[src/hdl/dcache_defs.svh]
// cache geometry, word and address field width macros
`ifndef DCACHE_DEFS_SVH
`define DCACHE_DEFS_SVH

// byte address and data word
`define DC_ADDR_W      32
`define DC_DATA_W      32
`define DC_BE_W        4

// line and set organization
`define DC_WORDS       4
`define DC_WAYS        4
`define DC_SETS        16

// address split, low to high: byte, word, index, tag
`define DC_WORD_OFF_W  2
`define DC_LINE_OFF_W  2
`define DC_INDEX_W     4
`define DC_TAG_W       (`DC_ADDR_W - `DC_INDEX_W - `DC_LINE_OFF_W - `DC_WORD_OFF_W)

// way number
`define DC_WAY_W       2

`endif

[src/hdl/dcache_ram.sv]
// per-set storage RAM with registered read and a single write port
`timescale 1ns/1ps
`include "dcache_defs.svh"

module dcache_ram #(
    parameter type dtype = logic,
    parameter int  DEPTH = `DC_SETS
) (
    input  logic                   clk,
    input  logic                   we_i,
    input  logic [`DC_INDEX_W-1:0] waddr_i,
    input  logic [`DC_INDEX_W-1:0] raddr_i,
    input  dtype                   wdata_i,
    output dtype                   rdata_o
);

    dtype mem [DEPTH];

    always_ff @(posedge clk) begin
        if (we_i) begin
            mem[waddr_i] <= wdata_i;
        end
    end

    // read before write on a same-set collision
    always_ff @(posedge clk) begin
        rdata_o <= mem[raddr_i];
    end

endmodule

[config.mk]
export PLATFORM = sky130hd
export DESIGN_NAME = dcache_ram
export DESIGN_NICKNAME = d
export VERILOG_FILES = /design/src/hdl/dcache_ram.sv
export VERILOG_INCLUDE_DIRS = /design/src /design/src/hdl
export SDC_FILE = /design/constraint.sdc
export NUM_CORES = 1
export LEC_CHECK = 0
export BUFFER_PORTS_ARGS = -buffer_cell sky130_fd_sc_hd__buf_4
export CAP_MARGIN = 5
export CORE_MARGIN = 4
export CORE_UTILIZATION = 43
export CTS_BUF_LIST = sky130_fd_sc_hd__clkbuf_2
export CTS_CLUSTER_DIAMETER = 30
export CTS_CLUSTER_SIZE = 14
export DETAILED_ROUTE_END_ITERATION = 10
export PLACE_DENSITY = 0.66
export RECOVER_POWER = 100
export SYNTH_ARGS = -nofsm -noshare
export SYNTH_HDL_FRONTEND = slang
export SYNTH_SLANG_ARGS = --single-unit
export TNS_END_PERCENT = 5
[constraint.sdc]
create_clock -name clk -period 1.1 [get_ports clk]
set_input_delay 0.055 -clock clk [delete_from_list [all_inputs] [get_ports clk]]
set_output_delay 0.055 -clock clk [all_outputs]
set_load 0.05 [all_outputs]
# Word level (Yosys, flattened, before mapping)
# Memories as Yosys holds them, arrays and structs flattened. A register that Yosys moved wholly into a read port is not among the register bits.
# Cells that the tools add are included.
classes:
  n_mux: 2
ops:
  columns: ["cell", "count"]
  rows:
  - ["$mux 1", 2]
word_totals:
  reg_bits: 0
  mem_bits_rw: 16
  input_bits: 11
  output_inout_bits: 1
  word_cells: 3
  mem_count: 1
memory_table:
  columns: ["memory", "words", "word_bits", "read_ports", "rd_ports_with_merged_regs", "wr", "line", "rtl"]
  rows:
  - ["mem", 16, 1, 1, 1, 1, "dcache_ram.sv:17", "dtype mem [DEPTH];"]

# Depth between registers and ports, before layout
depth:
  word_depth: 2
  depth_mapped: 3
  mapped_depth_nobuf: 3

# Worst setup path after synthesis
# Ideal clock, no wire load.
synth_timing:
  path_type: "register to register"
  start: "mem mem[13] in the netlist's numbering"
  end: "reg rdata_o (read register of mem)"
  setup_ns: 0.122
  arrival_time_ns: 1.013
  t_required_ns: 0.978
  slack_ns: -0.035
  path_stages_with_launch: 4
  path_buffers: 0
  period_less_slack_ns: 1.135
  cell_sequence: "edfxtp_1 mux4_1 mux2i_1 mux2i_1"
synth_lines:
  columns: ["item", "line", "rtl"]
  rows:
  - ["start: declaration", "dcache_ram.sv:17", null]
  - ["end: declaration", "dcache_ram.sv:14", "output dtype rdata_o"]

==> metrics.txt <==
status=complete, but fails checks; failing checks=setup timing; part of the Yosys area used for sequential elements=0.671; most frequent CP cell=mux2i_1; final setup margin=-75.9 ps; Max Clock Freq=850 MHz; Post-Syn Area=746 um^2; TritonRoute pass-1 iters=3; syn nets=58; leading cell types in the layout, fill and taps excluded=16 x edfxtp_1, 12 x nor2_1, 6 x buf_4; Max-slew headroom=0.619; # setup viols final=1; TritonCTS clock tree=yes; Setup Total Neg Slack=-75.9 ps; Final Hold Viols=0; detailed-route via count=450; Post-DRT Antenna Nets=0; # IOs=12; Final GP Congestion=0.676; Pleak=0.291 nW; # DRC=0; routed len/inst=14.9 um; CP top delay family=multiplexers; first-pass GRT wire length=2.04 mm; transition time of the tightest slew-check pin=572 ps; Core ar.=1580 um^2; All-Layer GR Usage=0.114; Slew Limit Fails=0; CP bufs+invs=0; initial antenna violation count=0; 1st-iter DRT viols=2; Clk pin slew, worst setup/hold paths=170 ps; hpwl dp=892 um; Critical Path Fanout Max=1; post-cts resize count=0; Worst setup EP type=flip-flop; Crit Reg-Reg Endpoint=rdata_o; VDD IR max=0.609 mV; Arr. time, crit path=1400 ps; Post-CTS Setup Repair Bufs=0; DIE AREA=2460 um^2; Filler cells=142; pwr dens=1320 nW/um^2; RSZ-0062 raised after global routing=true; ANT cells=0; final core occ=0.541; clock sinks=17; share of cells above drive strength 1=0.266; Syn Area/Cell=15.9 um^2; Die Y=49.6 um; H-Tree Depth=1; Yosys cell types=11; maximum buffer depth of the clock tree=2; Syn Inst Count=47; Synth Register Bits=17; FF-to-FF path depth=3; via-per-instance ratio=5.63; WP data required=1320 ps; Fin Hold WS=40.7 ps; critical path's slowest cell=mux4_2; dominant cell type by area after synthesis=edfxtp_1; clk_lat worst skew=310 ps; vias in the first global route=456; Critical Path Source=mem[3]; worst path cell trace=mux4_2, mux2i_1, mux2i_1; Area Growth Syn to Fin=14.4%; Max Clock Skew=16.8 ps; flop2flop setup slack=-80 ps; Crit path depth=3; Setup crit end=rdata_o; grt ovf=0; CTS buffer count=3; IO buf count=11; die span in x=49.6 um; Synth top area share=0.644; max-cap check violation count=0; CP Class=reg -> reg; WL final=1.19 mm; Initial Util=0.473; Ys Warns=0; Worst path max stage delay=480 ps; pin count of the biggest net entering global routing=17; fin crit period=1180 ps; Tcrit/Tclk final=1.07; Nets=76; Root Buffer Master=clkbuf_2; CP startpoint kind=flip-flop; commonest non-fill, non-tap cell in the layout=edfxtp_1; row count=14; synth top area cells=edfxtp_1 64%, mux4_1 14%, nor2_1 6.0%, mux2i_1 4.0%, dfxtp_1 2.7%; hold depth=3; worst min path class=in -> reg; Critical R2R Launch=mem[3]
==> logic make-up after synthesis <==
logic type | share of synthesized area
mux | 0.181
flops | 0.671
simple gates | 0.148
==> worst min-delay path by stage <==
stage / startpoint / end / slack, ps
floorplan: wdata_i / mem[0] / 150
global placement: raddr_i[2] / rdata_o / 250
detailed placement: raddr_i[2] / rdata_o / 250
CTS: wdata_i / mem[2] / 30
global route: raddr_i[3] / rdata_o / 50
finish: raddr_i[3] / rdata_o / 40
==> layer usage <==
metal	global-route usage	vias to the layer above	wire, um
met5	0	-	0
met4	0.0829	0	37
met3	0.0301	5	83
met2	0.183	17	531
met1	0.129	215	536
li1	-	213	-
==> power breakdown <==
| group | total [mW] | switching, mW | internal (mW) | leakage [nW] |
|---|---|---|---|---|
| clock network | 0.280 | 0.198 | 0.0823 | 0.0164 |
| logic | 0.123 | 0.0680 | 0.0546 | 0.122 |
| registers | 0.727 | 0.00362 | 0.723 | 0.153 |
==> worst min-delay path, delay by kind of cell <==
family	cells	cell delay, ps
buffers and inverters	1	100
muxes	2	170
==> metrics by stage <==
stage | power [mW] | cells | setup WS, ps | area (um^2)
after global routing | 1.18 | 80 | -149 | 853
after floorplan | 0.803 | 47 | -3.98 | 731
after global placement | 0.873 | 75 | -67.8 | 841
after detailed placement | 0.872 | 75 | -99.7 | 841
after CTS | 1.15 | 80 | -87.7 | 871
final | 1.13 | 80 | -75.9 | 853
==> flip-flops by register name, indices dropped and copies added, names as in the netlist <==
register,flops
mem,16
rdata_o,1
==> what timing repair did <==
item | 4_1_cts | 5_1_grt
hold buffers | 1 | 0
hold endpoints to repair | 1 | 0
endpoints found under the setup margin | 1 | 1
==> cell type report <==
cell class,instances,area (um^2),area share
Clock buffer,3,15.0,0.0176
Clock inverter,1,5.00,0.00587
Multi-Input combinational cell,30,230,0.270
Sequential cell,17,500,0.587
Tap cell,16,20.0,0.0235
Timing Repair Buffer,13,82.6,0.0968
==> cell usage after synthesis <==
| cell type | n |
|---|---|
| mux4_1 | 4 |
| nor2_1 | 12 |
| nand2_1 | 1 |
| nand2b_1 | 2 |
| mux2i_1 | 3 |
| edfxtp_1 | 16 |
| dfxtp_1 | 1 |
| nand3b_1 | 2 |
| nor3_1 | 4 |
| nand3_1 | 1 |
| or3b_2 | 1 |
Power figures use the tool's default switching activity.
