File: config.mk
export PLATFORM = sky130hd
export DESIGN_NAME = dcache_plru
export DESIGN_NICKNAME = d
export VERILOG_FILES = /design/src/hdl/dcache_plru.sv
export VERILOG_INCLUDE_DIRS = /design/src /design/src/hdl
export SDC_FILE = /design/constraint.sdc
export NUM_CORES = 1
export LEC_CHECK = 0
export BUFFER_PORTS_ARGS = -buffer_cell sky130_fd_sc_hd__buf_2
export CAP_MARGIN = 0
export CORE_ASPECT_RATIO = 0.6
export CORE_MARGIN = 10
export CORE_UTILIZATION = 59
export CTS_CLUSTER_SIZE = 12
export DETAILED_ROUTE_END_ITERATION = 10
export PLACE_DENSITY = 0.78
export SLEW_MARGIN = 20
export SYNTH_ARGS = -nofsm -noshare
export SYNTH_HDL_FRONTEND = slang
export SYNTH_SLANG_ARGS = --single-unit
export TNS_END_PERCENT = 30
File: constraint.sdc
create_clock -name clk -period 3.12 [get_ports clk]
set_clock_uncertainty 0.2 [all_clocks]
set_input_delay 0.78 -clock clk [delete_from_list [all_inputs] [get_ports clk]]
set_output_delay 0.78 -clock clk [all_outputs]
set_load 0.05 [all_outputs]
File: src/hdl/dcache_defs.svh
// cache geometry, word and address field width macros
`ifndef DCACHE_DEFS_SVH
`define DCACHE_DEFS_SVH

// byte address and data word
`define DC_ADDR_W      32
`define DC_DATA_W      32
`define DC_BE_W        4

// line and set organization
`define DC_WORDS       4
`define DC_WAYS        4
`define DC_SETS        16

// address split, low to high: byte, word, index, tag
`define DC_WORD_OFF_W  2
`define DC_LINE_OFF_W  2
`define DC_INDEX_W     4
`define DC_TAG_W       (`DC_ADDR_W - `DC_INDEX_W - `DC_LINE_OFF_W - `DC_WORD_OFF_W)

// way number
`define DC_WAY_W       2

`endif

File: src/hdl/dcache_plru.sv
// tree pseudo-LRU state per set with access update and victim select
`timescale 1ns/1ps
`include "dcache_defs.svh"

module dcache_plru (
    input  logic                   clk,
    input  logic                   rst,
    input  logic                   access_i,
    input  logic [`DC_INDEX_W-1:0] access_set_i,
    input  logic [`DC_WAY_W-1:0]   access_way_i,
    input  logic [`DC_INDEX_W-1:0] victim_set_i,
    output logic [`DC_WAY_W-1:0]   victim_way_o
);

    // bit 0 root, bit 1 picks in ways 0/1, bit 2 picks in ways 2/3
    logic [`DC_SETS-1:0][2:0] tree;
    logic [2:0]               vic_bits;

    always_ff @(posedge clk) begin
        if (rst) begin
            tree <= '0;
        end else if (access_i) begin
            // root turns to the other half
            tree[access_set_i][0] <= ~access_way_i[1];
            if (access_way_i[1]) begin
                tree[access_set_i][2] <= ~access_way_i[0];
            end else begin
                tree[access_set_i][1] <= ~access_way_i[0];
            end
        end
    end

    assign vic_bits = tree[victim_set_i];

    // follow root, then the pair bit of that half
    assign victim_way_o = vic_bits[0] ? {1'b1, vic_bits[2]} : {1'b0, vic_bits[1]};

endmodule

## Word-level counts from Yosys, hierarchy flattened

Index checks and enable logic that the tools add are counted.

| storage, ports and cells | value |
|---|---|
| bits in registers | 48 |
| logic and storage cells | 35 |
| output and inout port bits | 2 |
| input bits | 13 |

| operators by class | value |
|---|---|
| mux-type cells | 13 |
| bitwise operators | 2 |
| reduce and logical (&&, ||, !) cells | 1 |
| $lt $le $gt $ge | 3 |

Operators with widths:

| operator | count |
|---|---|
| bitwise mux 48 bit | 3 |
| 2-to-1 mux 48 bit | 1 |
| demux 3 bit (select 4 bit) | 3 |
| binary-select mux 3 bit (select 4 bit) | 1 |
| < comparator 4 x 5 -> 1 bit (second input constant) | 2 |
| 2-to-1 mux 3 bit | 2 |
| greater-or-equal comparator 4 x 1 -> 1 bit (second input constant) | 1 |
| 2-to-1 mux 2 bit | 2 |
| NOT 1 bit | 2 |
| logical AND 1 bit | 1 |
| 2-to-1 mux 1 bit | 1 |

## Logic depth before layout (Yosys ltp)

| depth | value |
|---|---|
| word-level depth | 7 |
| mapped depth | 6 |
| gate-level depth less buffers | 4 |

## Worst setup path after synthesis

No wires, ideal clock.

| timing path | value |
|---|---|
| path type | in2out |
| start point | input port victim_set_i[1] |
| end point | output port victim_way_o[0] |
| stages on the path | 5 |
| data required time | 2.140 ns |
| data arrival time | 2.604 ns |
| buffers on the path | 1 |
| setup slack | -0.464 ns |
| path through | buf_6 -> mux4_1 -> mux2i_1 -> mux2i_1 -> mux2_4 |

| on the way | value |
|---|---|
| cells in the longest elaborated chain, start to end | 3 |

Ends and longest elaborated chain:

| item | line | text |
|---|---|---|
| start: declaration | dcache_plru.sv:11 | `` input logic [`DC_INDEX_W-1:0] victim_set_i, `` |
| binary-select mux 3 bit (select 4 bit) | dcache_plru.sv:33 | `assign vic_bits = tree[victim_set_i];` |
| 2-to-1 mux 3 bit (implied by the code) | dcache_plru.sv:33 |  |
| 2-to-1 mux 2 bit | dcache_plru.sv:36 | `assign victim_way_o = vic_bits[0] ? {1'b1, vic_bits[2]} : {1'b0, vic_bits[1]};` |
| end: declaration | dcache_plru.sv:12 | `` output logic [`DC_WAY_W-1:0] victim_way_o `` |

No other way between the ends. The select of a mux whose other input is x is not followed.

## Worst setup path after layout

| timing path | value |
|---|---|
| start point | input port victim_set_i[0] |
| end point | output port victim_way_o[0] |

The elaborated chain is that of the path after synthesis.

==> summary.md <==
| Metric | Value |
|---|---|
| DIE WIDTH | `102 um` |
| Largest regs | `tree (48)` |
| Largest net degree at the start of global routing | `49` |
| Die area | `7000 um2` |
| Worst path depth | `7` |
| Top cell type's share of synthesized area | `40.9%` |
| Detail Route Antenna Nets | `0` |
| Layout fillers | `303` |
| Largest Register | `tree` |
| CP Class | `in2out` |
| GR Util met2 | `24.7%` |
| Placer congestion estimate | `0.896` |
| Initial antenna violation count | `0` |
| Hold Crit Depth | `2` |
| Leak Pwr | `0.000872 uW` |
| Ant. Diodes | `0` |
| Crit. Startpoint | `victim_set_i[0]` |
| Crit path max-delay family | `multiplexers` |
| CTS Buf Count | `5` |
| DRC errors left | `0` |
| CTS tree | `done` |
| Slew Limit Fails | `0` |
| Net Count, Synth | `269` |
| Reg2reg setup slack | `2.19 ns` |
| Setup ws final | `-0.0504 ns` |
| Final Setup Violations | `1` |
| Cell Area, Placed | `2440 um2` |
| Most Used Layer, Global Route | `met1` |
| Routed vias/inst | `6.50` |
| Via count | `2020` |
| Syn Area/Cell | `9.19 um2` |
| Synth Register Bits | `48` |
| Gr usage total | `18.1%` |
| Data arrival, critical path | `2.19 ns` |
| Synth top area cells | `dfxtp_1, mux4_1, nor2_1` |
| Initial core utilization | `62.8%` |
| Final worst-path cycle share | `102%` |
| Crit. End Element | `output port` |
| Root Driver | `clkbuf_8` |
| Post-CTS setup buffers | `0` |
| Hold_buf cts | `0` |
| Peak fanout along the critical path | `6` |
| GR Util met1 | `25.8%` |
| Hold WC Path Type | `reg2reg` |
| Vias in the first global route | `1803` |
| Buf+Inv Stages, Crit Path | `3` |
| Clk sinks | `48` |
| Violated checks | `setup timing` |
| Final nets | `276` |
| CTS max path bufs | `2` |
| CTS HTree Levels | `2` |
| Pwr dens | `463 nW/um2` |
| Period minus WS final | `3.17 ns` |
| DP HPWL | `4200 um` |
| Max FFs per register | `48` |
| First-pass GRT wire length | `9650 um` |
| CP max stage cell | `mux4_2` |
| Dpl cells | `303` |
| Area grow syn2layout | `10.1%` |
| Final Hold Viols | `0` |
| Worst reg2reg startpoint | `tree[20]` |
| Max incr delay on CP | `0.50 ns` |
| Met3 Use GR | `5.85%` |
| Mapped cell area | `2350 um2` |
| Clock transition at path regs | `0.08 ns` |
| Crit path cell chain | `buf_12 > buf_6 > mux4_2 > a22oi_2 > nand3_1 > mux2_4 > buf_8` |
| Critical path data required time | `2.14 ns` |
| Relative slew margins | `41.0%` |
| Die Span Y | `68.9 um` |
| Pre-antenna DRT Iters | `5` |
| Syn Inst Count | `256` |
| Non-filler cells, final | `311` |
| HP Start | `tree[40]` |
| Distinct cells, synth | `26` |
| Length in cells of the worst reg-to-reg path | `2` |
| Clk Latency, worst-skew pair | `0.30 ns` |
| Worst slew pin tran | `0.885 ns` |
| Sequential share of the synthesized area | `40.9%` |
| Port Buf Inserts | `14` |
| CP startpoint kind | `primary input` |
| Core Rows | `17` |
| Status | `finished with violations` |
| I/O pin count | `15` |
| Max-cap violation count | `0` |
| RSZ-0062 raised after global routing | `yes` |
| TNS Setup | `-0.0504 ns` |
| WL final | `6060 um` |
| Core box area | `3740 um2` |
| Peak supply drop | `0.381 mV` |
| FMAX | `315 MHz` |
| Gr ovfl total | `0` |
| Setup WS pre-CTS | `-0.248 ns` |
| Final Cell Area | `2590 um2` |
| Cell taking the most area after synthesis | `dfxtp_1` |
| Drt wl/cell | `19.5 um` |
| Ys Warns | `0` |
| DR iter-0 viols | `165` |
| Share of cells above drive strength 1 | `16.7%` |
-- area by class of cell --
cell class / count / area [um2] / area share, %
multi-input cells: 184 / 1280 / 49.5
flip-flops and latches: 48 / 961 / 37.1
repair buffers: 22 / 173 / 6.67
clock buffers: 6 / 72.6 / 2.80
well taps: 47 / 58.8 / 2.27
clock inverters: 2 / 35.0 / 1.35
inverters: 2 / 7.51 / 0.290
-- metal layers --
layer | share of wire (%) | vias to the layer above
li1 | - | 950
met1 | 47 | 975
met2 | 43 | 86
met3 | 9.1 | 9
met4 | 1.4 | 0
met5 | 0 | -
-- cells in the final DEF (no fill, tap or decap), drive strengths merged, types with 2 or more instances in the layout --
cell    instances
nor2           56
nor4           14
a21oi           3
nor3b           3
clkbuf          6
dfxtp          48
nand3           8
nand2           5
a211oi         20
a22oi           2
mux4           12
buf            22
nor3           33
nand3b          2
nand2b          3
mux2i          15
inv             2
nor2b           3
-- where the power goes --
| part | internal [uW] | switching (uW) |
|---|---|---|
| clock | 238 | 206 |
| sequential | 621 | 5.78 |
| combinational | 44.2 | 83.7 |
-- repair_timing --
| item | 4_1_cts | 5_1_grt |
|---|---|---|
| pin swaps | 3 | 1 |
| endpoints found under the setup margin | 2 | 1 |
| endpoints found under the hold margin | 0 | 0 |
| gates resized for setup | 14 | 3 |
-- worst reg2reg max path, delay by kind of cell, from the launching register on --
family          cells  cell delay [ns]
compound gates      1             0.23
flops               1             0.36
simple gates        1             0.06
-- cell families (layout without fill, tap and decap cells) --
logic type / Yosys count / in the layout / share of synthesized area, %
muxes: 28 / 28 / 19.9
AOI/OAI and AO/OA: 27 / 27 / 8.14
and+or+nand+nor: 129 / 129 / 25.9
DFF: 48 / 48 / 40.9
buffers and inverters: 24 / 32 / 5.16
-- metrics by stage --
step                power, uW  hold WS [ns]  utilization (%)
floorplan                 727         0.251                -
global placement          758         0.270             65.3
detailed placement        759         0.278             65.3
CTS                      1200         0.297             68.8
global route             1250         0.328             69.2
finish                   1200         0.301             69.2
-- synth_stat cells --
cell,count
buf_4,1
buf_2,4
mux2i_1,15
mux4_1,9
or2_2,1
nor3b_1,3
nor4_1,14
nand3b_1,2
mux4_2,3
a22oi_1,2
nand3_1,8
buf_6,3
nor2b_1,3
nand2_1,5
dfxtp_1,48
a31oi_1,1
inv_1,2
clkbuf_1,14
nor2_1,56
nor3_1,33
mux2_4,1
nand2b_1,3
or3_1,1
a21oi_1,3
o21ai_0,1
a211oi_1,20
-- worst paths after layout --
kind                          end
setup reg to reg         tree[20]
setup / recovery  victim_way_o[0]
hold / removal           tree[40]
hold reg to reg          tree[40]
(Power assumes the default switching activity.)
