===== config.mk =====
export PLATFORM = sky130hd
export DESIGN_NAME = dcache_ctrl
export DESIGN_NICKNAME = d
export VERILOG_FILES = /design/src/hdl/dcache_pkg.sv /design/src/hdl/dcache_ctrl.sv
export VERILOG_INCLUDE_DIRS = /design/src /design/src/hdl
export SDC_FILE = /design/constraint.sdc
export NUM_CORES = 2
export LEC_CHECK = 0
export BUFFER_PORTS_ARGS = -buffer_cell sky130_fd_sc_hd__buf_4
export CAP_MARGIN = 20
export CORE_AREA = 2 2 464 466
export DETAILED_ROUTE_END_ITERATION = 8
export DIE_AREA = 0 0 466 468
export PLACE_DENSITY = 0.41
export SYNTH_ARGS = -nofsm -noshare
export SYNTH_HDL_FRONTEND = slang
export SYNTH_SLANG_ARGS = --single-unit

===== constraint.sdc =====
create_clock -name clk -period 9.8 [get_ports clk]
set_input_delay 1.96 -clock clk [delete_from_list [all_inputs] [get_ports clk]]
set_output_delay 1.96 -clock clk [all_outputs]
set_load 0.01 [all_outputs]

===== src/hdl/dcache_defs.svh =====
// cache geometry, word and address field width macros
`ifndef DCACHE_DEFS_SVH
`define DCACHE_DEFS_SVH

// byte address and data word
`define DC_ADDR_W      32
`define DC_DATA_W      32
`define DC_BE_W        4

// line and set organization
`define DC_WORDS       4
`define DC_WAYS        4
`define DC_SETS        16

// address split, low to high: byte, word, index, tag
`define DC_WORD_OFF_W  2
`define DC_LINE_OFF_W  2
`define DC_INDEX_W     4
`define DC_TAG_W       (`DC_ADDR_W - `DC_INDEX_W - `DC_LINE_OFF_W - `DC_WORD_OFF_W)

// way number
`define DC_WAY_W       2

`endif


===== src/hdl/dcache_pkg.sv =====
// shared cache types: data word, line, tag entry, way mask, control states
`include "dcache_defs.svh"

package dcache_pkg;

    typedef logic [`DC_DATA_W-1:0] word_t;

    // word 0 sits in the low bits
    typedef word_t [`DC_WORDS-1:0] line_t;

    typedef struct packed {
        logic                 valid;
        logic                 dirty;
        logic [`DC_TAG_W-1:0] tag;
    } tag_entry_t;

    typedef logic [`DC_WAYS-1:0] way_mask_t;

    typedef enum logic [1:0] {
        RESET,
        IDLE,
        WRITEBACK,
        REFILL
    } ctrl_state_t;

endpackage


===== src/hdl/dcache_ctrl.sv =====
// lookup stage, hit and victim logic, write forwarding, byte merge, cache FSM
`timescale 1ns/1ps
`include "dcache_defs.svh"

module dcache_ctrl (
    input  logic                                  clk,
    input  logic                                  rst,
    input  logic                                  req_valid_i,
    output logic                                  req_ready_o,
    input  logic [`DC_ADDR_W-1:0]                 req_addr_i,
    input  logic                                  req_write_i,
    input  dcache_pkg::word_t                     req_wdata_i,
    input  logic [`DC_BE_W-1:0]                   req_be_i,
    output logic                                  resp_valid_o,
    output dcache_pkg::word_t                     resp_rdata_o,
    output logic [`DC_INDEX_W-1:0]                ram_raddr_o,
    output logic [`DC_INDEX_W-1:0]                ram_waddr_o,
    output dcache_pkg::way_mask_t                 tag_we_o,
    output dcache_pkg::tag_entry_t                tag_wdata_o,
    input  dcache_pkg::tag_entry_t [`DC_WAYS-1:0] tag_rdata_i,
    output dcache_pkg::way_mask_t                 data_we_o,
    output dcache_pkg::line_t                     data_wdata_o,
    input  dcache_pkg::line_t [`DC_WAYS-1:0]      data_rdata_i,
    output logic                                  plru_access_o,
    output logic [`DC_INDEX_W-1:0]                plru_set_o,
    output logic [`DC_WAY_W-1:0]                  plru_way_o,
    input  logic [`DC_WAY_W-1:0]                  plru_victim_i,
    output logic                                  xfer_start_o,
    output logic                                  xfer_write_o,
    output logic [`DC_ADDR_W-1:0]                 xfer_addr_o,
    output dcache_pkg::line_t                     xfer_wline_o,
    input  logic                                  xfer_done_i,
    input  dcache_pkg::line_t                     xfer_rline_i
);
    import dcache_pkg::*;

    localparam int LOW_W = `DC_WORD_OFF_W + `DC_LINE_OFF_W;

    ctrl_state_t               state;
    logic [`DC_INDEX_W-1:0]    rst_cnt;
    logic                      lk_valid;
    logic [`DC_ADDR_W-1:0]     lk_addr;
    logic                      lk_write;
    word_t                     lk_wdata;
    logic [`DC_BE_W-1:0]       lk_be;
    logic [`DC_TAG_W-1:0]      lk_tag;
    logic [`DC_INDEX_W-1:0]    lk_index;
    logic [`DC_LINE_OFF_W-1:0] lk_word;
    way_mask_t                 fwd_we;
    logic [`DC_INDEX_W-1:0]    fwd_index;
    tag_entry_t                fwd_tag;
    line_t                     fwd_line;
    tag_entry_t [`DC_WAYS-1:0] tag_eff;
    line_t [`DC_WAYS-1:0]      line_eff;
    way_mask_t                 hit;
    logic [`DC_WAY_W-1:0]      hit_way;
    line_t                     hit_line;
    logic                      miss;
    logic [`DC_WAY_W-1:0]      vic_way;
    logic [`DC_WAY_W-1:0]      vic_way_q;
    logic                      vic_dirty;
    logic                      fill_done;

    function automatic line_t merge_store(line_t line, logic [`DC_LINE_OFF_W-1:0] word,
                                          word_t wdata, logic [`DC_BE_W-1:0] be);
        line_t merged;
        merged = line;
        for (int b = 0; b < `DC_BE_W; b++) begin
            if (be[b]) begin
                merged[word][8*b +: 8] = wdata[8*b +: 8];
            end
        end
        return merged;
    endfunction

    assign lk_tag      = lk_addr[`DC_ADDR_W-1 -: `DC_TAG_W];
    assign lk_index    = lk_addr[LOW_W +: `DC_INDEX_W];
    assign lk_word     = lk_addr[`DC_WORD_OFF_W +: `DC_LINE_OFF_W];
    assign ram_raddr_o = req_addr_i[LOW_W +: `DC_INDEX_W];

    // lookup register, held while a miss is being served
    always_ff @(posedge clk) begin
        if (rst) begin
            lk_valid <= 1'b0;
        end else if (req_ready_o) begin
            lk_valid <= req_valid_i;
        end else if (fill_done) begin
            lk_valid <= 1'b0;
        end
    end

    always_ff @(posedge clk) begin
        if (req_ready_o && req_valid_i) begin
            lk_addr  <= req_addr_i;
            lk_write <= req_write_i;
            lk_wdata <= req_wdata_i;
            lk_be    <= req_be_i;
        end
    end

    // a write in the last cycle is not yet visible at the RAM output
    always_comb begin
        for (int w = 0; w < `DC_WAYS; w++) begin
            if (fwd_we[w] && fwd_index == lk_index) begin
                tag_eff[w]  = fwd_tag;
                line_eff[w] = fwd_line;
            end else begin
                tag_eff[w]  = tag_rdata_i[w];
                line_eff[w] = data_rdata_i[w];
            end
        end
    end

    always_comb begin
        hit      = '0;
        hit_way  = '0;
        hit_line = '0;
        for (int w = 0; w < `DC_WAYS; w++) begin
            if (tag_eff[w].valid && tag_eff[w].tag == lk_tag) begin
                hit[w]   = 1'b1;
                hit_way  = w[`DC_WAY_W-1:0];
                hit_line = line_eff[w];
            end
        end
    end

    // lowest invalid way first, else the PLRU choice
    always_comb begin
        vic_way = plru_victim_i;
        for (int w = `DC_WAYS - 1; w >= 0; w--) begin
            if (!tag_eff[w].valid) begin
                vic_way = w[`DC_WAY_W-1:0];
            end
        end
    end

    assign vic_dirty   = tag_eff[vic_way].valid && tag_eff[vic_way].dirty;
    assign miss        = (state == IDLE) && lk_valid && !(|hit);
    assign fill_done   = (state == REFILL) && xfer_done_i;
    assign req_ready_o = (state == IDLE) && !miss;

    assign resp_valid_o = lk_valid && !lk_write && (((state == IDLE) && |hit) || fill_done);
    assign resp_rdata_o = fill_done ? xfer_rline_i[lk_word] : hit_line[lk_word];

    assign plru_access_o = ((state == IDLE) && lk_valid && |hit) || fill_done;
    assign plru_set_o    = lk_index;
    assign plru_way_o    = fill_done ? vic_way_q : hit_way;

    // write-back starts from the lookup cycle, refill after it or directly
    assign xfer_start_o = miss || ((state == WRITEBACK) && xfer_done_i);
    assign xfer_write_o = (state == IDLE) && vic_dirty;
    assign xfer_addr_o  = xfer_write_o ? {tag_eff[vic_way].tag, lk_index, {LOW_W{1'b0}}}
                                       : {lk_tag, lk_index, {LOW_W{1'b0}}};
    assign xfer_wline_o = line_eff[vic_way];

    always_comb begin
        tag_we_o     = '0;
        data_we_o    = '0;
        ram_waddr_o  = lk_index;
        tag_wdata_o  = '{valid: 1'b1, dirty: lk_write, tag: lk_tag};
        data_wdata_o = merge_store(hit_line, lk_word, lk_wdata, lk_be);
        case (state)
            RESET: begin
                tag_we_o    = '1;
                ram_waddr_o = rst_cnt;
                tag_wdata_o = '0;
            end
            IDLE: begin
                if (lk_valid && lk_write && |hit) begin
                    tag_we_o  = hit;
                    data_we_o = hit;
                end
            end
            REFILL: begin
                // store miss merges into the fresh line
                data_wdata_o = lk_write ? merge_store(xfer_rline_i, lk_word, lk_wdata, lk_be)
                                        : xfer_rline_i;
                if (xfer_done_i) begin
                    tag_we_o[vic_way_q]  = 1'b1;
                    data_we_o[vic_way_q] = 1'b1;
                end
            end
            default: begin
            end
        endcase
    end

    always_ff @(posedge clk) begin
        if (rst) begin
            fwd_we <= '0;
        end else begin
            fwd_we <= data_we_o;
        end
    end

    always_ff @(posedge clk) begin
        fwd_index <= ram_waddr_o;
        fwd_tag   <= tag_wdata_o;
        fwd_line  <= data_wdata_o;
    end

    always_ff @(posedge clk) begin
        if (rst) begin
            state     <= RESET;
            rst_cnt   <= '0;
            vic_way_q <= '0;
        end else begin
            case (state)
                RESET: begin
                    // one set per cycle
                    rst_cnt <= rst_cnt + 1'b1;
                    if (&rst_cnt) begin
                        state <= IDLE;
                    end
                end
                IDLE: begin
                    if (miss) begin
                        vic_way_q <= vic_way;
                        state     <= vic_dirty ? WRITEBACK : REFILL;
                    end
                end
                WRITEBACK: begin
                    if (xfer_done_i) begin
                        state <= REFILL;
                    end
                end
                REFILL: begin
                    if (fill_done) begin
                        state <= IDLE;
                    end
                end
                default: state <= IDLE;
            endcase
        end
    end

endmodule


Word-level counts from Yosys, hierarchy flattened:

Cells that the tools add are included.

* word-level logic and storage cells: 150
* output and inout port bits: 373
* input port bits: 819
* register bits: 240

* add/sub/neg operators: 1
* eq/ne operators: 12
* reductions and logical operators: 36
* muxes and demuxes: 79
* order comparisons: 5

Operators with widths (count)
* $mux 128: 22
* $bwmux 128: 8
* $bmux 128 s2: 1
* $demux 32 s2: 4
* $mux 32: 5
* $mux 26: 6
* $bmux 32 s2: 2
* $eq 24x24->1: 4
* $bmux 26 s2: 1
* $logic_and 1x1->1: 24
* $mux 24: 1
* $mux 2: 11
* $mux 16: 1
* $mux 4: 3
* $pmux 4 s3: 1
* $lt 2x3->1 const B: 3
* $mux 1: 9
* $mux 8: 1
* $ne 2x2->1 const B: 4
* $pmux 2 s4: 1
* $pmux 4 s2: 1
* $reduce_and 4->1: 2
* $add 4x1->4 const B: 1
* $eq 2x2->1 const B: 2
* 10 further kinds: 15

Longest topological paths before layout:

* depth in word-level cells: 18
* depth in mapped cells: 18
* depth with buffers taken out: 11

Worst setup path after synthesis:

No wires, ideal clock.

* path type: input to output
* from: input tag_rdata_i[86] in the netlist's numbering
* to: output data_wdata_o[42] in the netlist's numbering
* stages: 12
* arrival: 4.872 ns
* buffers on the path: 3
* path slack: 2.968 ns
* data required time: 7.840 ns
* path through: xnor2_1 nand3_1 or4_1 or4_1 a211o_1 nor4_1 and4_1 buf_4 buf_4 clkbuf_1 a21oi_1 o21ai_1

RTL lines
* from (decl): RTL line dcache_ctrl.sv:20 `` input dcache_pkg::tag_entry_t [`DC_WAYS-1:0] tag_rdata_i, ``
* to (decl): RTL line dcache_ctrl.sv:22 `output dcache_pkg::line_t data_wdata_o,`

==> results.toml <==
[outcome]
status = "complete, no violations"

[place]
postPlaceCellArea_um2 = 42600
gp_congestion = 1.02
io_buffer_count = 1185
dp_cells = 8115
hpwl_mm = 288

[floorplanning]
die_area_um2 = 218000
die_w_um = 466
coreArea_um2 = 213000
rows = 170
ios = 1192
initial_core_util = 0.140
fp.dieH_um = 468

[power_and_ir_drop]
ir_drop_v = 0.000150
p_sw_frac = 0.443
leakagePower_nw = 20.2
power.density_nw_per_um2 = 120
combPwrFrac = 0.410
p_int_w = 0.00296
p_switching_w = 0.00236
pwr-share-clk = 0.337
p_seq_frac = 0.253

[routing]
routed.top_layer = "met5"
drt_iter0_drc = 6010
wl_met3_mm = 35.8
wl_mm = 354
drt-met1-wl_mm = 150
dr.pass1.iters = 6
via_per_inst = 5.37
vias = 44637
met2_wirelength_mm = 145
wire_per_inst_um = 42.6
ant_nets = 0
drcViolationCount = 0

[logic_synthesis]
synth_top_family_by_area = "compound AO/OA/AOI/OAI gates"
synth-simple-area-share = 0.232
netlist_area_um2 = 29900
synth_fa_ha_area_frac = 0.00209
ys_top_cells_by_count = "874 x nand2_1, 426 x mux2i_1, 332 x a21oi_1"
synth_warnings = 0
synth_top_cells_by_area = "mux2i_1 14%, dfxtp_1 11%, nand2_1 11%, edfxtp_1 6.7%, a21oi_1 5.5%"
synth_most_common_cell = "nand2_1"
synth.distinct_cells = 80
syn_avg_cell_area_um2 = 6.95
synth.largest_area_cell = "mux2i_1"
synth_compound_area_frac = 0.306
synthMuxAreaShare = 0.198
ys_seq_area_frac = 0.181
synth_flop_cell = "dfxtp_1"
synth_top_area_share = 0.142
synthXorXnorAreaFrac = 0.0152
ys_async_sr_fraction = 0
ys_seq_elements = 238
synth_cells = 4307
synth_edf_count = 67

[worst_setup_path]
start_kind = "flop"
worst_path_largest_cell_delay_ns = 0.87
criticalPathCategory = "reg2out"
r2r-start = "lk_addr[7]"
cp_max_fo = 37
crit_path_frequent_cell = "buf_4"
critPathTopFamily = "compound AO/OA/AOI/OAI gates"
cp_data_required_time_ns = 7.84
cp.arrival_ns = 7.32
slowest_stage = "a311oi_1"
r2r_slack_ns = 2.39
path_cells = "xnor2_1 > nand4_1 > buf_4 > o21ai_0 > a21oi_1 > a311oi_1 > nand4_1 > buf_4 > nor3_4 > buf_12 > buf_4 > a21oi_1 > a22oi_1 > o21ai_0 > a21oi_1 > buf_4"
r2r_end = "lk_addr[20]"
end_kind = "output port"
crit_buf_inv = 5
worstRegToRegCells = 16

[clocking]
cts_made_buffers = 44
cts_root_buf = "clkbuf_16"
clkTransAtPathRegs_ns = 0.07
ctsResizeCount = 0
post_cts_buffers = 0
h-tree-depth = 2
cts_tree = "done"
clk_latency_ns = 0.72
cts_buffer_depth = 3
holdBufCountCts = 0
cts.sinks = 238

[finish]
num-fill-cells = 24313
layout.nets = 6150
fin_area_um2 = 44400
layout-drive-gt1-share = 0.301
multi_input_area_um2 = 22800
seq_area_um2 = 5440
area_delta_synth_final_pct = 48.4
fin_cells = 8306

[global_route]
gr-total-overflow = 0
grt_use_total = 0.308
grt_start_max_net_pins = 113
grt_pass1_vias = 40777
antenna_found_initial = 195
grt_pass1_wl_mm = 442

[sta]
clock_skew_ns = 0.0585
fmax_mhz = 108
hold_viol = 0
final.setup.tns_ns = 0
fin_crit_ns = 9.28
setup_violations = 0
final_max_slew_viol_count = 0
post-route-period-util = 0.947
relSlewSlack = 0.155
rsz0062_at_grt = "no"
worst_slew_pin_slew_ns = 1.27

[hold_path]
worstHoldEndpoint = "vic_way_q[1]"
hold_class = "reg2reg"
worstHoldStart = "vic_way_q[1]"
hold_depth = 2

[run]
drv_cap = 0
registers in the layout (all words and copies together) (netlist names), 4 cells and up:
name and cells:
fwd_line 128, rst_cnt 4, lk_be 4, lk_addr 30, fwd_index 4, fwd_tag 26
lk_wdata 32, fwd_we 4
layout make-up:
class | count | share of cell area
Antenna cell | 107 | 0.00603
Multi-Input combinational cell | 3609 | 0.513
Tap cell | 2838 | 0.0799
Clock inverter | 25 | 0.00746
Clock buffer | 56 | 0.0267
Inverter | 47 | 0.00397
Sequential cell | 238 | 0.122
Timing Repair Buffer | 1386 | 0.240
how the worst max path moves through the flow:
stage / from / end / slack, ns / cells past startpoint
floorplan: tag_rdata_i[86] / data_wdata_o[42] / 2.97 / 12
global placement: tag_rdata_i[47] / data_wdata_o[25] / 1.16 / 13
detailed placement: tag_rdata_i[86] / resp_rdata_o[21] / 1.22 / 16
CTS: lk_addr[7] / data_wdata_o[25] / 0.59 / 16
global route: lk_addr[7] / data_wdata_o[25] / 0.30 / 16
finish: lk_addr[7] / data_wdata_o[25] / 0.52 / 16
stage by stage:
step	util	hold slack [ns]	power, W	setup WS (ns)
after detailed placement	0.200	0.519	0.00350	1.22
final	0.208	0.524	0.00532	0.516
after global placement	0.200	0.489	0.00350	1.16
after CTS	0.207	0.530	0.00531	0.595
after floorplan	-	0.469	0.00208	2.97
after global routing	0.208	0.567	0.00545	0.298
power by group through the flow:
stage	clock network (W)	registers (W)	logic (W)
after floorplan	0	0.00124	0.000847
after global placement	0	0.00135	0.00214
after detailed placement	0	0.00136	0.00214
after CTS	0.00183	0.00134	0.00215
after global routing	0.00184	0.00136	0.00225
final	0.00179	0.00135	0.00218
cells by family after synthesis:
family          Yosys count
flops                   238
other cells               1
mux                     511
fa+ha+maj                 5
simple gates           1610
compound gates         1427
buf+inv                 463
xor+xnor                 52
cells in the final DEF (no fill, tap or decap), drive strengths merged, types with 15 or more instances in the layout:
cell    count
nor2      304
o21a       34
nor3       53
nand4      20
or4        15
edfxtp     67
o31ai      46
diode     107
nor2b      29
and3       30
a221oi     26
clkbuf     56
a31oi      79
mux2i     426
nand2b     32
a21oi     332
nor4       39
a22oi     149
o21ai     268
nand2     876
nand3     162
buf      1386
o211ai     88
xor2       16
or3        15
dfxtp     171
clkinv     16
a31o       22
mux2       22
a22o       29
o221ai     27
mux4       63
a211oi     53
o22ai     168
inv        48
xnor2      36
worst register-to-register path, cell delays in order (launching register included):
cell and delay, ns:
edfxtp_1 0.53, xnor2_1 0.31, nand4_1 0.66, buf_4 0.55
o21ai_0 0.28, a21oi_1 0.10, a311oi_1 0.87, nand4_1 0.18
buf_4 0.32, nor3_4 0.36, buf_12 0.27, buf_4 0.44
nor4_1 0.16, a21boi_1 0.54, buf_4 0.25, and2_4 0.70
buf_4 0.52
layer usage:
metal / vias up / global-route usage
li1: 18243 / -
met1: 22345 / 0.407
met2: 3329 / 0.442
met3: 668 / 0.0922
met4: 52 / 0.175
met5: - / 0
No activity file was read; power rests on OpenSTA's default activity.
