===== src/hdl/dcache_defs.svh =====
// cache geometry, word and address field width macros
`ifndef DCACHE_DEFS_SVH
`define DCACHE_DEFS_SVH

// byte address and data word
`define DC_ADDR_W      32
`define DC_DATA_W      32
`define DC_BE_W        4

// line and set organization
`define DC_WORDS       4
`define DC_WAYS        4
`define DC_SETS        16

// address split, low to high: byte, word, index, tag
`define DC_WORD_OFF_W  2
`define DC_LINE_OFF_W  2
`define DC_INDEX_W     4
`define DC_TAG_W       (`DC_ADDR_W - `DC_INDEX_W - `DC_LINE_OFF_W - `DC_WORD_OFF_W)

// way number
`define DC_WAY_W       2

`endif


===== src/hdl/dcache_pkg.sv =====
// shared cache types: data word, line, tag entry, way mask, control states
`include "dcache_defs.svh"

package dcache_pkg;

    typedef logic [`DC_DATA_W-1:0] word_t;

    // word 0 sits in the low bits
    typedef word_t [`DC_WORDS-1:0] line_t;

    typedef struct packed {
        logic                 valid;
        logic                 dirty;
        logic [`DC_TAG_W-1:0] tag;
    } tag_entry_t;

    typedef logic [`DC_WAYS-1:0] way_mask_t;

    typedef enum logic [1:0] {
        RESET,
        IDLE,
        WRITEBACK,
        REFILL
    } ctrl_state_t;

endpackage


===== src/hdl/dcache_line_xfer.sv =====
// memory port burst engine for line write-back and line refill
`timescale 1ns/1ps
`include "dcache_defs.svh"

module dcache_line_xfer (
    input  logic                  clk,
    input  logic                  rst,
    input  logic                  xfer_start_i,
    input  logic                  xfer_write_i,
    input  logic [`DC_ADDR_W-1:0] xfer_addr_i,
    input  dcache_pkg::line_t     xfer_wline_i,
    output logic                  xfer_done_o,
    output dcache_pkg::line_t     xfer_rline_o,
    output logic                  mem_req_valid_o,
    output logic [`DC_ADDR_W-1:0] mem_req_addr_o,
    output logic                  mem_req_write_o,
    input  logic                  mem_req_ready_i,
    output dcache_pkg::word_t     mem_wdata_o,
    output logic                  mem_wvalid_o,
    input  logic                  mem_wready_i,
    input  dcache_pkg::word_t     mem_rdata_i,
    input  logic                  mem_rvalid_i
);
    import dcache_pkg::*;

    typedef enum logic [1:0] {
        XF_IDLE,
        XF_REQ,
        XF_WBEAT,
        XF_RBEAT
    } xf_state_t;

    xf_state_t                 state;
    logic [`DC_LINE_OFF_W-1:0] beat_cnt;
    logic                      last_beat;
    logic                      done_q;
    logic                      write_q;
    logic [`DC_ADDR_W-1:0]     addr_q;
    line_t                     wline_q;
    line_t                     rline_q;

    // counter wraps back to zero after the last word
    assign last_beat = &beat_cnt;

    always_ff @(posedge clk) begin
        if (rst) begin
            state    <= XF_IDLE;
            beat_cnt <= '0;
            done_q   <= 1'b0;
            write_q  <= 1'b0;
        end else begin
            done_q <= 1'b0;
            case (state)
                XF_IDLE: begin
                    if (xfer_start_i) begin
                        state   <= XF_REQ;
                        write_q <= xfer_write_i;
                    end
                end
                XF_REQ: begin
                    if (mem_req_ready_i) begin
                        state <= write_q ? XF_WBEAT : XF_RBEAT;
                    end
                end
                XF_WBEAT: begin
                    if (mem_wready_i) begin
                        beat_cnt <= beat_cnt + 1'b1;
                        if (last_beat) begin
                            state  <= XF_IDLE;
                            done_q <= 1'b1;
                        end
                    end
                end
                XF_RBEAT: begin
                    if (mem_rvalid_i) begin
                        beat_cnt <= beat_cnt + 1'b1;
                        if (last_beat) begin
                            state  <= XF_IDLE;
                            done_q <= 1'b1;
                        end
                    end
                end
                default: state <= XF_IDLE;
            endcase
        end
    end

    always_ff @(posedge clk) begin
        if (state == XF_IDLE && xfer_start_i) begin
            addr_q  <= xfer_addr_i;
            wline_q <= xfer_wline_i;
        end
        // lowest word arrives first, so shift down from the top
        if (state == XF_RBEAT && mem_rvalid_i) begin
            rline_q <= {mem_rdata_i, rline_q[`DC_WORDS-1:1]};
        end
    end

    assign mem_req_valid_o = (state == XF_REQ);
    assign mem_req_addr_o  = addr_q;
    assign mem_req_write_o = write_q;
    assign mem_wvalid_o    = (state == XF_WBEAT);
    assign mem_wdata_o     = wline_q[beat_cnt];
    assign xfer_done_o     = done_q;
    assign xfer_rline_o    = rline_q;

endmodule


===== config.mk =====
export PLATFORM = sky130hd
export DESIGN_NAME = dcache_line_xfer
export DESIGN_NICKNAME = d
export VERILOG_FILES = /design/src/hdl/dcache_pkg.sv /design/src/hdl/dcache_line_xfer.sv
export VERILOG_INCLUDE_DIRS = /design/src /design/src/hdl
export SDC_FILE = /design/constraint.sdc
export NUM_CORES = 1
export LEC_CHECK = 0
export BUFFER_PORTS_ARGS = -buffer_cell sky130_fd_sc_hd__buf_2
export CAP_MARGIN = 20
export CORE_MARGIN = 2
export CORE_UTILIZATION = 30
export CTS_CLUSTER_SIZE = 10
export DETAILED_ROUTE_END_ITERATION = 6
export PLACE_DENSITY = 0.59
export RECOVER_POWER = 25
export SETUP_SLACK_MARGIN = 0.3
export SYNTH_ARGS = -nofsm -noshare
export SYNTH_HDL_FRONTEND = slang
export SYNTH_SLANG_ARGS = --single-unit

===== constraint.sdc =====
create_clock -name clk -period 21.7 [get_ports clk]
set_clock_uncertainty 0.1 [all_clocks]
set_input_delay 4.34 -clock clk [delete_from_list [all_inputs] [get_ports clk]]
set_output_delay 4.34 -clock clk [all_outputs]
set_load 0.05 [all_outputs]

# Word level (Yosys, flattened, before mapping)
# Index checks and enable logic that the tools add are counted.
# totals
register_bits	294
input_bits	199
word_cells	46
# op_classes
add_sub_neg	1
n_lt_le_gt_ge	1
eq_ne	7
mux	16
reduce_logical	8
# op_table
operator	count
32-bit binary-select mux with 2-bit select	1
32-bit two-way mux	1
2-bit two-way mux	7
2-bit one-hot mux with 4 select lines	1
2-bit == test, second input constant	2
1-bit two-way mux	4
2-bit by 1-bit inequality test with 1-bit output, second input constant	2
2-bit inequality test, second input constant	2
2-bit one-hot mux with 2 select lines	1
2-bit AND reduction	2
4-bit AND reduction	1
2-bit by 3-bit < comparator with 1-bit output, second input constant	1
3-bit AND reduction	1
2-bit by 1-bit adder with 2-bit output, second input constant	1
2-bit by 1-bit == test with 1-bit output, second input constant	1
1-bit logical AND	2
2-bit zero test	1
1-bit one-hot mux with 2 select lines	1
2-bit nonzero test	1

# Depth between registers and ports, before layout
# Gate-level depths: netlist of run 1.
# logic_depth
ltp_word	4
depth_mapped	4

# Worst setup path after synthesis of run 1
# No wires, ideal clock.
# synth_path
path_kind	in2reg
start	input port xfer_start_i
end	register write_q, in the netlist mem_req_write_o
arrival_ns	10.985
required_ns	21.479
slack_ns	10.493
cell_stages	3
n_path_buf	0
path_cell_list	nor3b_2 > mux2i_1 > nor2_1
# synth_between
elab_chain_cells	1
# synth_lines
item	line	rtl
from (decl)	dcache_line_xfer.sv:8	input logic xfer_start_i,
2-bit AND reduction (no line)	-	
to (signal assigned)	dcache_line_xfer.sv:57	write_q <= xfer_write_i;
to (decl)	dcache_line_xfer.sv:37	logic write_q;
# Every way passes these cells.
# A chain may end at the register's enable or synchronous reset.

# Worst setup path after layout of run 1
# layout_path
start	register beat_cnt[0]
end	output port mem_wdata_o[24]
# layout_between
elab_chain_cells	2
# layout_lines
item	line	rtl
from (decl)	dcache_line_xfer.sv:34	logic [`DC_LINE_OFF_W-1:0] beat_cnt;
from (signal assigned)	dcache_line_xfer.sv:67	beat_cnt <= beat_cnt + 1'b1;
from (signal assigned)	dcache_line_xfer.sv:76	beat_cnt <= beat_cnt + 1'b1;
32-bit binary-select mux with 2-bit select	dcache_line_xfer.sv:103	assign mem_wdata_o = wline_q[beat_cnt];
32-bit two-way mux (not written as such)	dcache_line_xfer.sv:103	
to (decl)	dcache_line_xfer.sv:18	output dcache_pkg::word_t mem_wdata_o,
# Every way passes these cells. The select of a mux whose other input is x is not followed.

==> results of run 1 <==
-- logic make-up (layout without fill, tap and decap cells) --
| family | Yosys count | count (layout) | synth area share |
|---|---|---|---|
| flops | 294 | 294 | 0.899 |
| mux | 35 | 35 | 0.0787 |
| simple gates | 16 | 16 | 0.00975 |
| buf+inv | 9 | 448 | 0.00706 |
| compound gates | 5 | 5 | 0.00398 |
| fa+ha+maj | 1 | 1 | 0.00128 |
| other cells | 0 | 2 | 0 |
-- Yosys cell counts --
library cell | count | share of area
mux4_2 | 28 | 0.065
nand3_1 | 1 | 0.00051
and3_1 | 1 | 0.00064
dfxtp_1 | 6 | 0.012
a311o_1 | 1 | 0.0010
nor3b_2 | 1 | 0.0013
edfxtp_1 | 288 | 0.89
a21oi_1 | 2 | 0.0010
mux4_1 | 4 | 0.011
nor2_1 | 3 | 0.0012
clkbuf_1 | 1 | 0.00038
nand2b_1 | 4 | 0.0026
mux2_2 | 1 | 0.0012
nand2_1 | 2 | 0.00077
mux2i_1 | 2 | 0.0021
and3b_1 | 1 | 0.00090
a21boi_2 | 1 | 0.0012
buf_6 | 4 | 0.0046
buf_2 | 4 | 0.0021
a211oi_1 | 1 | 0.00077
ha_1 | 1 | 0.0013
nor2b_1 | 3 | 0.0019
-- layer usage --
metal  vias to the layer above  global-route usage  part of all wire
met4                         0              0.0573             0.030
met5                         -                   0                 0
li1                       2357                   -                 -
met2                       279               0.198              0.47
met3                        50              0.0628              0.13
met1                      2490               0.136              0.37
-- report_power, final --
group	total [mW]	internal [mW]	leakage (nW)	switching, mW
Combinational	0.103	0.0310	1.83	0.0716
Clock	0.525	0.310	0.494	0.216
Sequential	0.660	0.653	2.72	0.00712
-- metrics by stage --
stage          hold WS (ns)  std cells
3_3_place_gp          0.325       1192
4_1_cts               0.335       1241
2_1_floorplan         0.414        360
3_5_place_dp          0.327       1192
6_report              0.332       1243
5_1_grt               0.350       1243
-- sequential cells by signal, summed over array words and instances, names as in the netlist --
signal and flops:
mem_req_write_o 1, xfer_rline_o 128, xfer_done_o 1, mem_req_addr_o 32
state 2, wline_q 128, beat_cnt 2
-- critical path, stage by stage (launching register included) --
cell and delay, ns:
dfxtp_2 0.31, buf_4 0.57, mux4_1 0.67, buf_2 0.24
-- how the worst max path moves through the flow --
stage                                   startpoint                      endpoint  slack, ns  cells past startpoint
after CTS                 beat_cnt[0]$_SDFFE_PP0P_               mem_wdata_o[24]      14.80                      3
after floorplan                       xfer_start_i  mem_req_write_o$_SDFFE_PP0P_      10.49                      3
final                     beat_cnt[0]$_SDFFE_PP0P_               mem_wdata_o[24]      14.89                      3
after global placement                xfer_start_i         wline_q[49]$_DFFE_PP_      15.07                      4
after global routing      beat_cnt[0]$_SDFFE_PP0P_               mem_wdata_o[24]      14.74                      3
after detailed placement              xfer_start_i        wline_q[108]$_DFFE_PP_      15.02                      4
-- cell type report --
cell class / instances / share of cell area
Tap cell: 442 / 0.0417
Clock buffer: 44 / 0.0717
Antenna cell: 2 / 0.000377
Sequential cell: 294 / 0.661
Multi-Input combinational cell: 57 / 0.0697
Clock inverter: 5 / 0.00434
Timing Repair Buffer: 399 / 0.151
==> impl_metrics.env, run 1 <==
export IMPL_status="completed"
export IMPL_ioPinCount=395
export IMPL_clock_fmax_ghz=0.147
export IMPL_ys_warnings_count=0
export IMPL_crit_arrival_ns=2.37
export IMPL_crit_fanout=35
export IMPL_grt_pass1_vias=5477
export IMPL_fin_nets=988
export IMPL_utilization=0.411
export IMPL_endpoint_kind="output port"
export IMPL_wl_per_cell_um=17.6
export IMPL_cts_buffers=36
export IMPL_period_share=0.314
export IMPL_hp_class="reg2reg"
export IMPL_clock_latency_ns=0.52
export IMPL_setup_tns_ns=0
export IMPL_max_cap_viol_count=0
export IMPL_dieArea_sq_um=34000
export IMPL_antenna_left=0
export IMPL_layout_drive_gt1_share=0.593
export IMPL_hold_buffers=0
export IMPL_placed_area_sq_um=12300
export IMPL_htreeDepth=2
export IMPL_setup_ws_ns=14.89
export IMPL_criticalPathCategory="reg2out"
export IMPL_clock_path_buffers=3
export IMPL_rows=66
export IMPL_holdPathStages=0
export IMPL_dpl_hpwl_um=15400
export IMPL_drt_first_pass_iters=4
export IMPL_syn_cell_area_sq_um=9750
export IMPL_multi_input_area_sq_um=925
export IMPL_num_vias=5176
export IMPL_min_from="xfer_rline_o[98]$_DFFE_PP_"
export IMPL_grtUsageTotal=0.123
export IMPL_grt_pass1_wl_um=31100
export IMPL_area_growth_synth_to_final_pct=36.1
export IMPL_grt_max_degree=85
export IMPL_fillCellCount=2918
export IMPL_rr_startpoint="state[0]$_SDFFE_PP0P_"
export IMPL_grt_ovfl_total=0
export IMPL_die_h_um=184
export IMPL_total_leakage_power_nw=5.04
export IMPL_finalHoldViolCount=0
export IMPL_fin_area_sq_um=13300
export IMPL_cts_tree="done"
export IMPL_slew_violations=0
export IMPL_powerDensity_nw_per_um2=97.0
export IMPL_die_x_um=184
export IMPL_port_buffers=394
export IMPL_cts_sinks=294
export IMPL_tightest_slew_ns=1.06
export IMPL_power_mw=1.29
export IMPL_worstReg2RegEnd="xfer_rline_o[60]$_DFFE_PP_"
export IMPL_dpl_worst_slack_ns=15.02
export IMPL_start_kind="register"
export IMPL_syn_inst=360
export IMPL_regArea_sq_um=8770
export IMPL_layout_common_cells="buf_2, edfxtp_1, clkbuf_16"
export IMPL_seq_area_frac_synth=0.899
export IMPL_final_common_cell="buf_2"
export IMPL_r2r_setup_slack_ns=19.01
export IMPL_peakVddDrop_v=0.0000660
export IMPL_postCtsSetupBuffers=0
export IMPL_rsz0062_at_grt="false"
export IMPL_drc=0
export IMPL_netlist_cell_type_count=22
export IMPL_cts_root_buf="clkbuf_16"
export IMPL_timing_final_crit_period_ns=6.81
export IMPL_cts_resized=0
export IMPL_syn_nets=560
export IMPL_avgSynthCellArea_sq_um=27.1
export IMPL_clk_pin_slew_ns=0.05
export IMPL_drt_iter0_markers=254
export IMPL_cp_required_ns=17.26
export IMPL_antenna_found_initial=2
export IMPL_initial_core_util=0.302
export IMPL_vias_per_cell=4.16
export IMPL_setup_violations=0
export IMPL_min_to="xfer_rline_o[66]$_DFFE_PP_"
export IMPL_core_area_sq_um=32300
export IMPL_slew_headroom=0.293
export IMPL_r2r_worst_path_cells=2
export IMPL_synth_seq_cells=294
export IMPL_wirelength_um=21900
export IMPL_finalWeightedCongestion=0.736
Power figures use the tool's default switching activity.
==> run 2: changes to the inputs <==
clock period = 6.4 ns   (was 21.7 ns; I/O delays follow)
==> impl_metrics.env, run 2 (synthesis results as in run 1) <==
export IMPL_status="completed"
export IMPL_max_cap_viol_count=0
export IMPL_htreeDepth=2
export IMPL_rsz0062_at_grt="false"
export IMPL_cp_startpoint="beat_cnt[0]$_SDFFE_PP0P_"
export IMPL_postCtsSetupBuffers=0
export IMPL_critPathMaxStageDelay_ns=0.65
export IMPL_core_area_sq_um=32300
export IMPL_r2r_worst_path_cells=2
export IMPL_peakVddDrop_v=0.000211
export IMPL_cts_sinks=294
export IMPL_grt_ovfl_total=0
export IMPL_clock_fmax_ghz=0.270
export IMPL_area_growth_synth_to_final_pct=36.5
export IMPL_path_delay_family="buffers and inverters"
export IMPL_cts_root_buf="clkbuf_16"
export IMPL_setup_tns_ns=0
export IMPL_hold_buffers=0
export IMPL_drt_first_pass_iters=6
export IMPL_crit_cells=3
export IMPL_grtUsageTotal=0.129
export IMPL_die_x_um=184
export IMPL_initial_core_util=0.302
export IMPL_cts_resized=0
export IMPL_dp_cells=1192
export IMPL_crit_fanout=35
export IMPL_layout_common_cells="buf_2, edfxtp_1, clkbuf_16"
export IMPL_port_buffers=394
export IMPL_total_leakage_power_nw=5.05
export IMPL_ioPinCount=395
export IMPL_antenna_found_initial=9
export IMPL_clock_latency_ns=0.51
export IMPL_cp_cell_sequence="buf_4 > mux4_1 > buf_2"
export IMPL_finalWeightedCongestion=0.781
export IMPL_die_h_um=184
export IMPL_p_seq_frac=0.509
export IMPL_drc=0
export IMPL_endpoint="mem_wdata_o[24]"
export IMPL_switching_share=0.226
export IMPL_placed_area_sq_um=12300
export IMPL_vias_per_cell=4.22
export IMPL_rr_startpoint="state[0]$_SDFFE_PP0P_"
export IMPL_final_cells=1253
export IMPL_fin_area_sq_um=13300
export IMPL_fin_nets=988
export IMPL_cp_required_ns=5.02
export IMPL_dpl_worst_slack_ns=3.04
export IMPL_grt_pass1_wl_um=32400
export IMPL_grt_max_degree=130
export IMPL_slew_violations=0
export IMPL_cpMaxStageDelayCell="mux4_1"
export IMPL_antenna_left=0
export IMPL_worstReg2RegEnd="xfer_rline_o[1]$_DFFE_PP_"
export IMPL_period_share=0.578
export IMPL_power_mw=4.40
export IMPL_clock_path_buffers=3
export IMPL_clk_pin_slew_ns=0.06
export IMPL_pwr_share_comb=0.080
export IMPL_dpl_hpwl_um=16000
export IMPL_wl_per_cell_um=18.3
export IMPL_endpoint_kind="output port"
export IMPL_drt_iter0_markers=180
export IMPL_setup_ws_ns=2.70
export IMPL_tightest_slew_ns=1.05
export IMPL_grt_pass1_vias=5463
export IMPL_slew_headroom=0.303
export IMPL_num_vias=5288
export IMPL_powerDensity_nw_per_um2=330
export IMPL_r2r_setup_slack_ns=3.83
export IMPL_finalHoldViolCount=0
export IMPL_setup_violations=0
export IMPL_final_common_cell="buf_2"
export IMPL_intPower_mw=3.40
export IMPL_path_buf_inv=2
export IMPL_cts_buffers=36
export IMPL_criticalPathCategory="reg2out"
export IMPL_switchingPower_mw=0.995
export IMPL_cts_tree="done"
export IMPL_timing_final_crit_period_ns=3.70
export IMPL_rows=66
export IMPL_hp_class="reg2reg"
export IMPL_wirelength_um=23000
export IMPL_start_kind="register"
export IMPL_crit_arrival_ns=2.32
export IMPL_dieArea_sq_um=34000
export IMPL_layout_drive_gt1_share=0.590
export IMPL_power_share_clock=0.411
==> run 2: cell count changes in the layout (fill, tap and decap cells not counted), sizes merged <==
cell | previous run | this run
inv | 3 | 1
diode | 2 | 6
bufinv | 0 | 1
clkinv | 2 | 4
clkbuf | 44 | 49
==> run 2: metrics by stage <==
step	utilization	hold WS, ns
after global placement	0.380	0.324
after CTS	0.412	0.329
after global routing	0.412	0.344
after detailed placement	0.380	0.326
after floorplan	-	0.436
final	0.412	0.333
==> run 2: cell type report <==
type / instances / area, sq um
fillers: 2941 / 19000
flip-flops and latches: 294 / 8770
repair buffers: 399 / 2020
clock buffers: 49 / 960
multi-input cells: 57 / 925
well taps: 442 / 553
clock inverters: 6 / 68.8
diodes: 6 / 15.0
==> run 2: worst reg2reg max path, stage by stage, from the launching register on <==
cell and delay (ns):
dfxtp_1 0.54, and3_4 0.78, buf_4 0.75
==> run 2: routing by layer <==
metal / vias up / share of wire / track usage
met2: 273 / 0.48 / 0.212
met5: - / 0.00091 / 0
met3: 44 / 0.12 / 0.0658
met1: 2593 / 0.37 / 0.145
li1: 2374 / - / -
met4: 4 / 0.023 / 0.0467
==> run 2: power groups by stage <==
| stage | clock [mW] | sequential, mW | combinational [mW] |
|---|---|---|---|
| final | 1.81 | 2.24 | 0.351 |
| after detailed placement | 0 | 2.28 | 0.357 |
| after global placement | 0 | 2.28 | 0.351 |
| after global routing | 1.94 | 2.25 | 0.372 |
| after CTS | 1.87 | 2.24 | 0.357 |
| after floorplan | 0 | 2.36 | 0.156 |
==> run 2: how the worst min path moves through the flow <==
stage                                           start                         end  cells after the start
after CTS                  xfer_rline_o[96]$_DFFE_PP_  xfer_rline_o[64]$_DFFE_PP_                      0
after global routing      xfer_rline_o[103]$_DFFE_PP_  xfer_rline_o[71]$_DFFE_PP_                      0
after floorplan                 state[1]$_SDFFE_PP0P_       state[0]$_SDFFE_PP0P_                      2
after global placement     xfer_rline_o[87]$_DFFE_PP_  xfer_rline_o[55]$_DFFE_PP_                      0
after detailed placement   xfer_rline_o[34]$_DFFE_PP_   xfer_rline_o[2]$_DFFE_PP_                      0
final                      xfer_rline_o[96]$_DFFE_PP_  xfer_rline_o[64]$_DFFE_PP_                      0
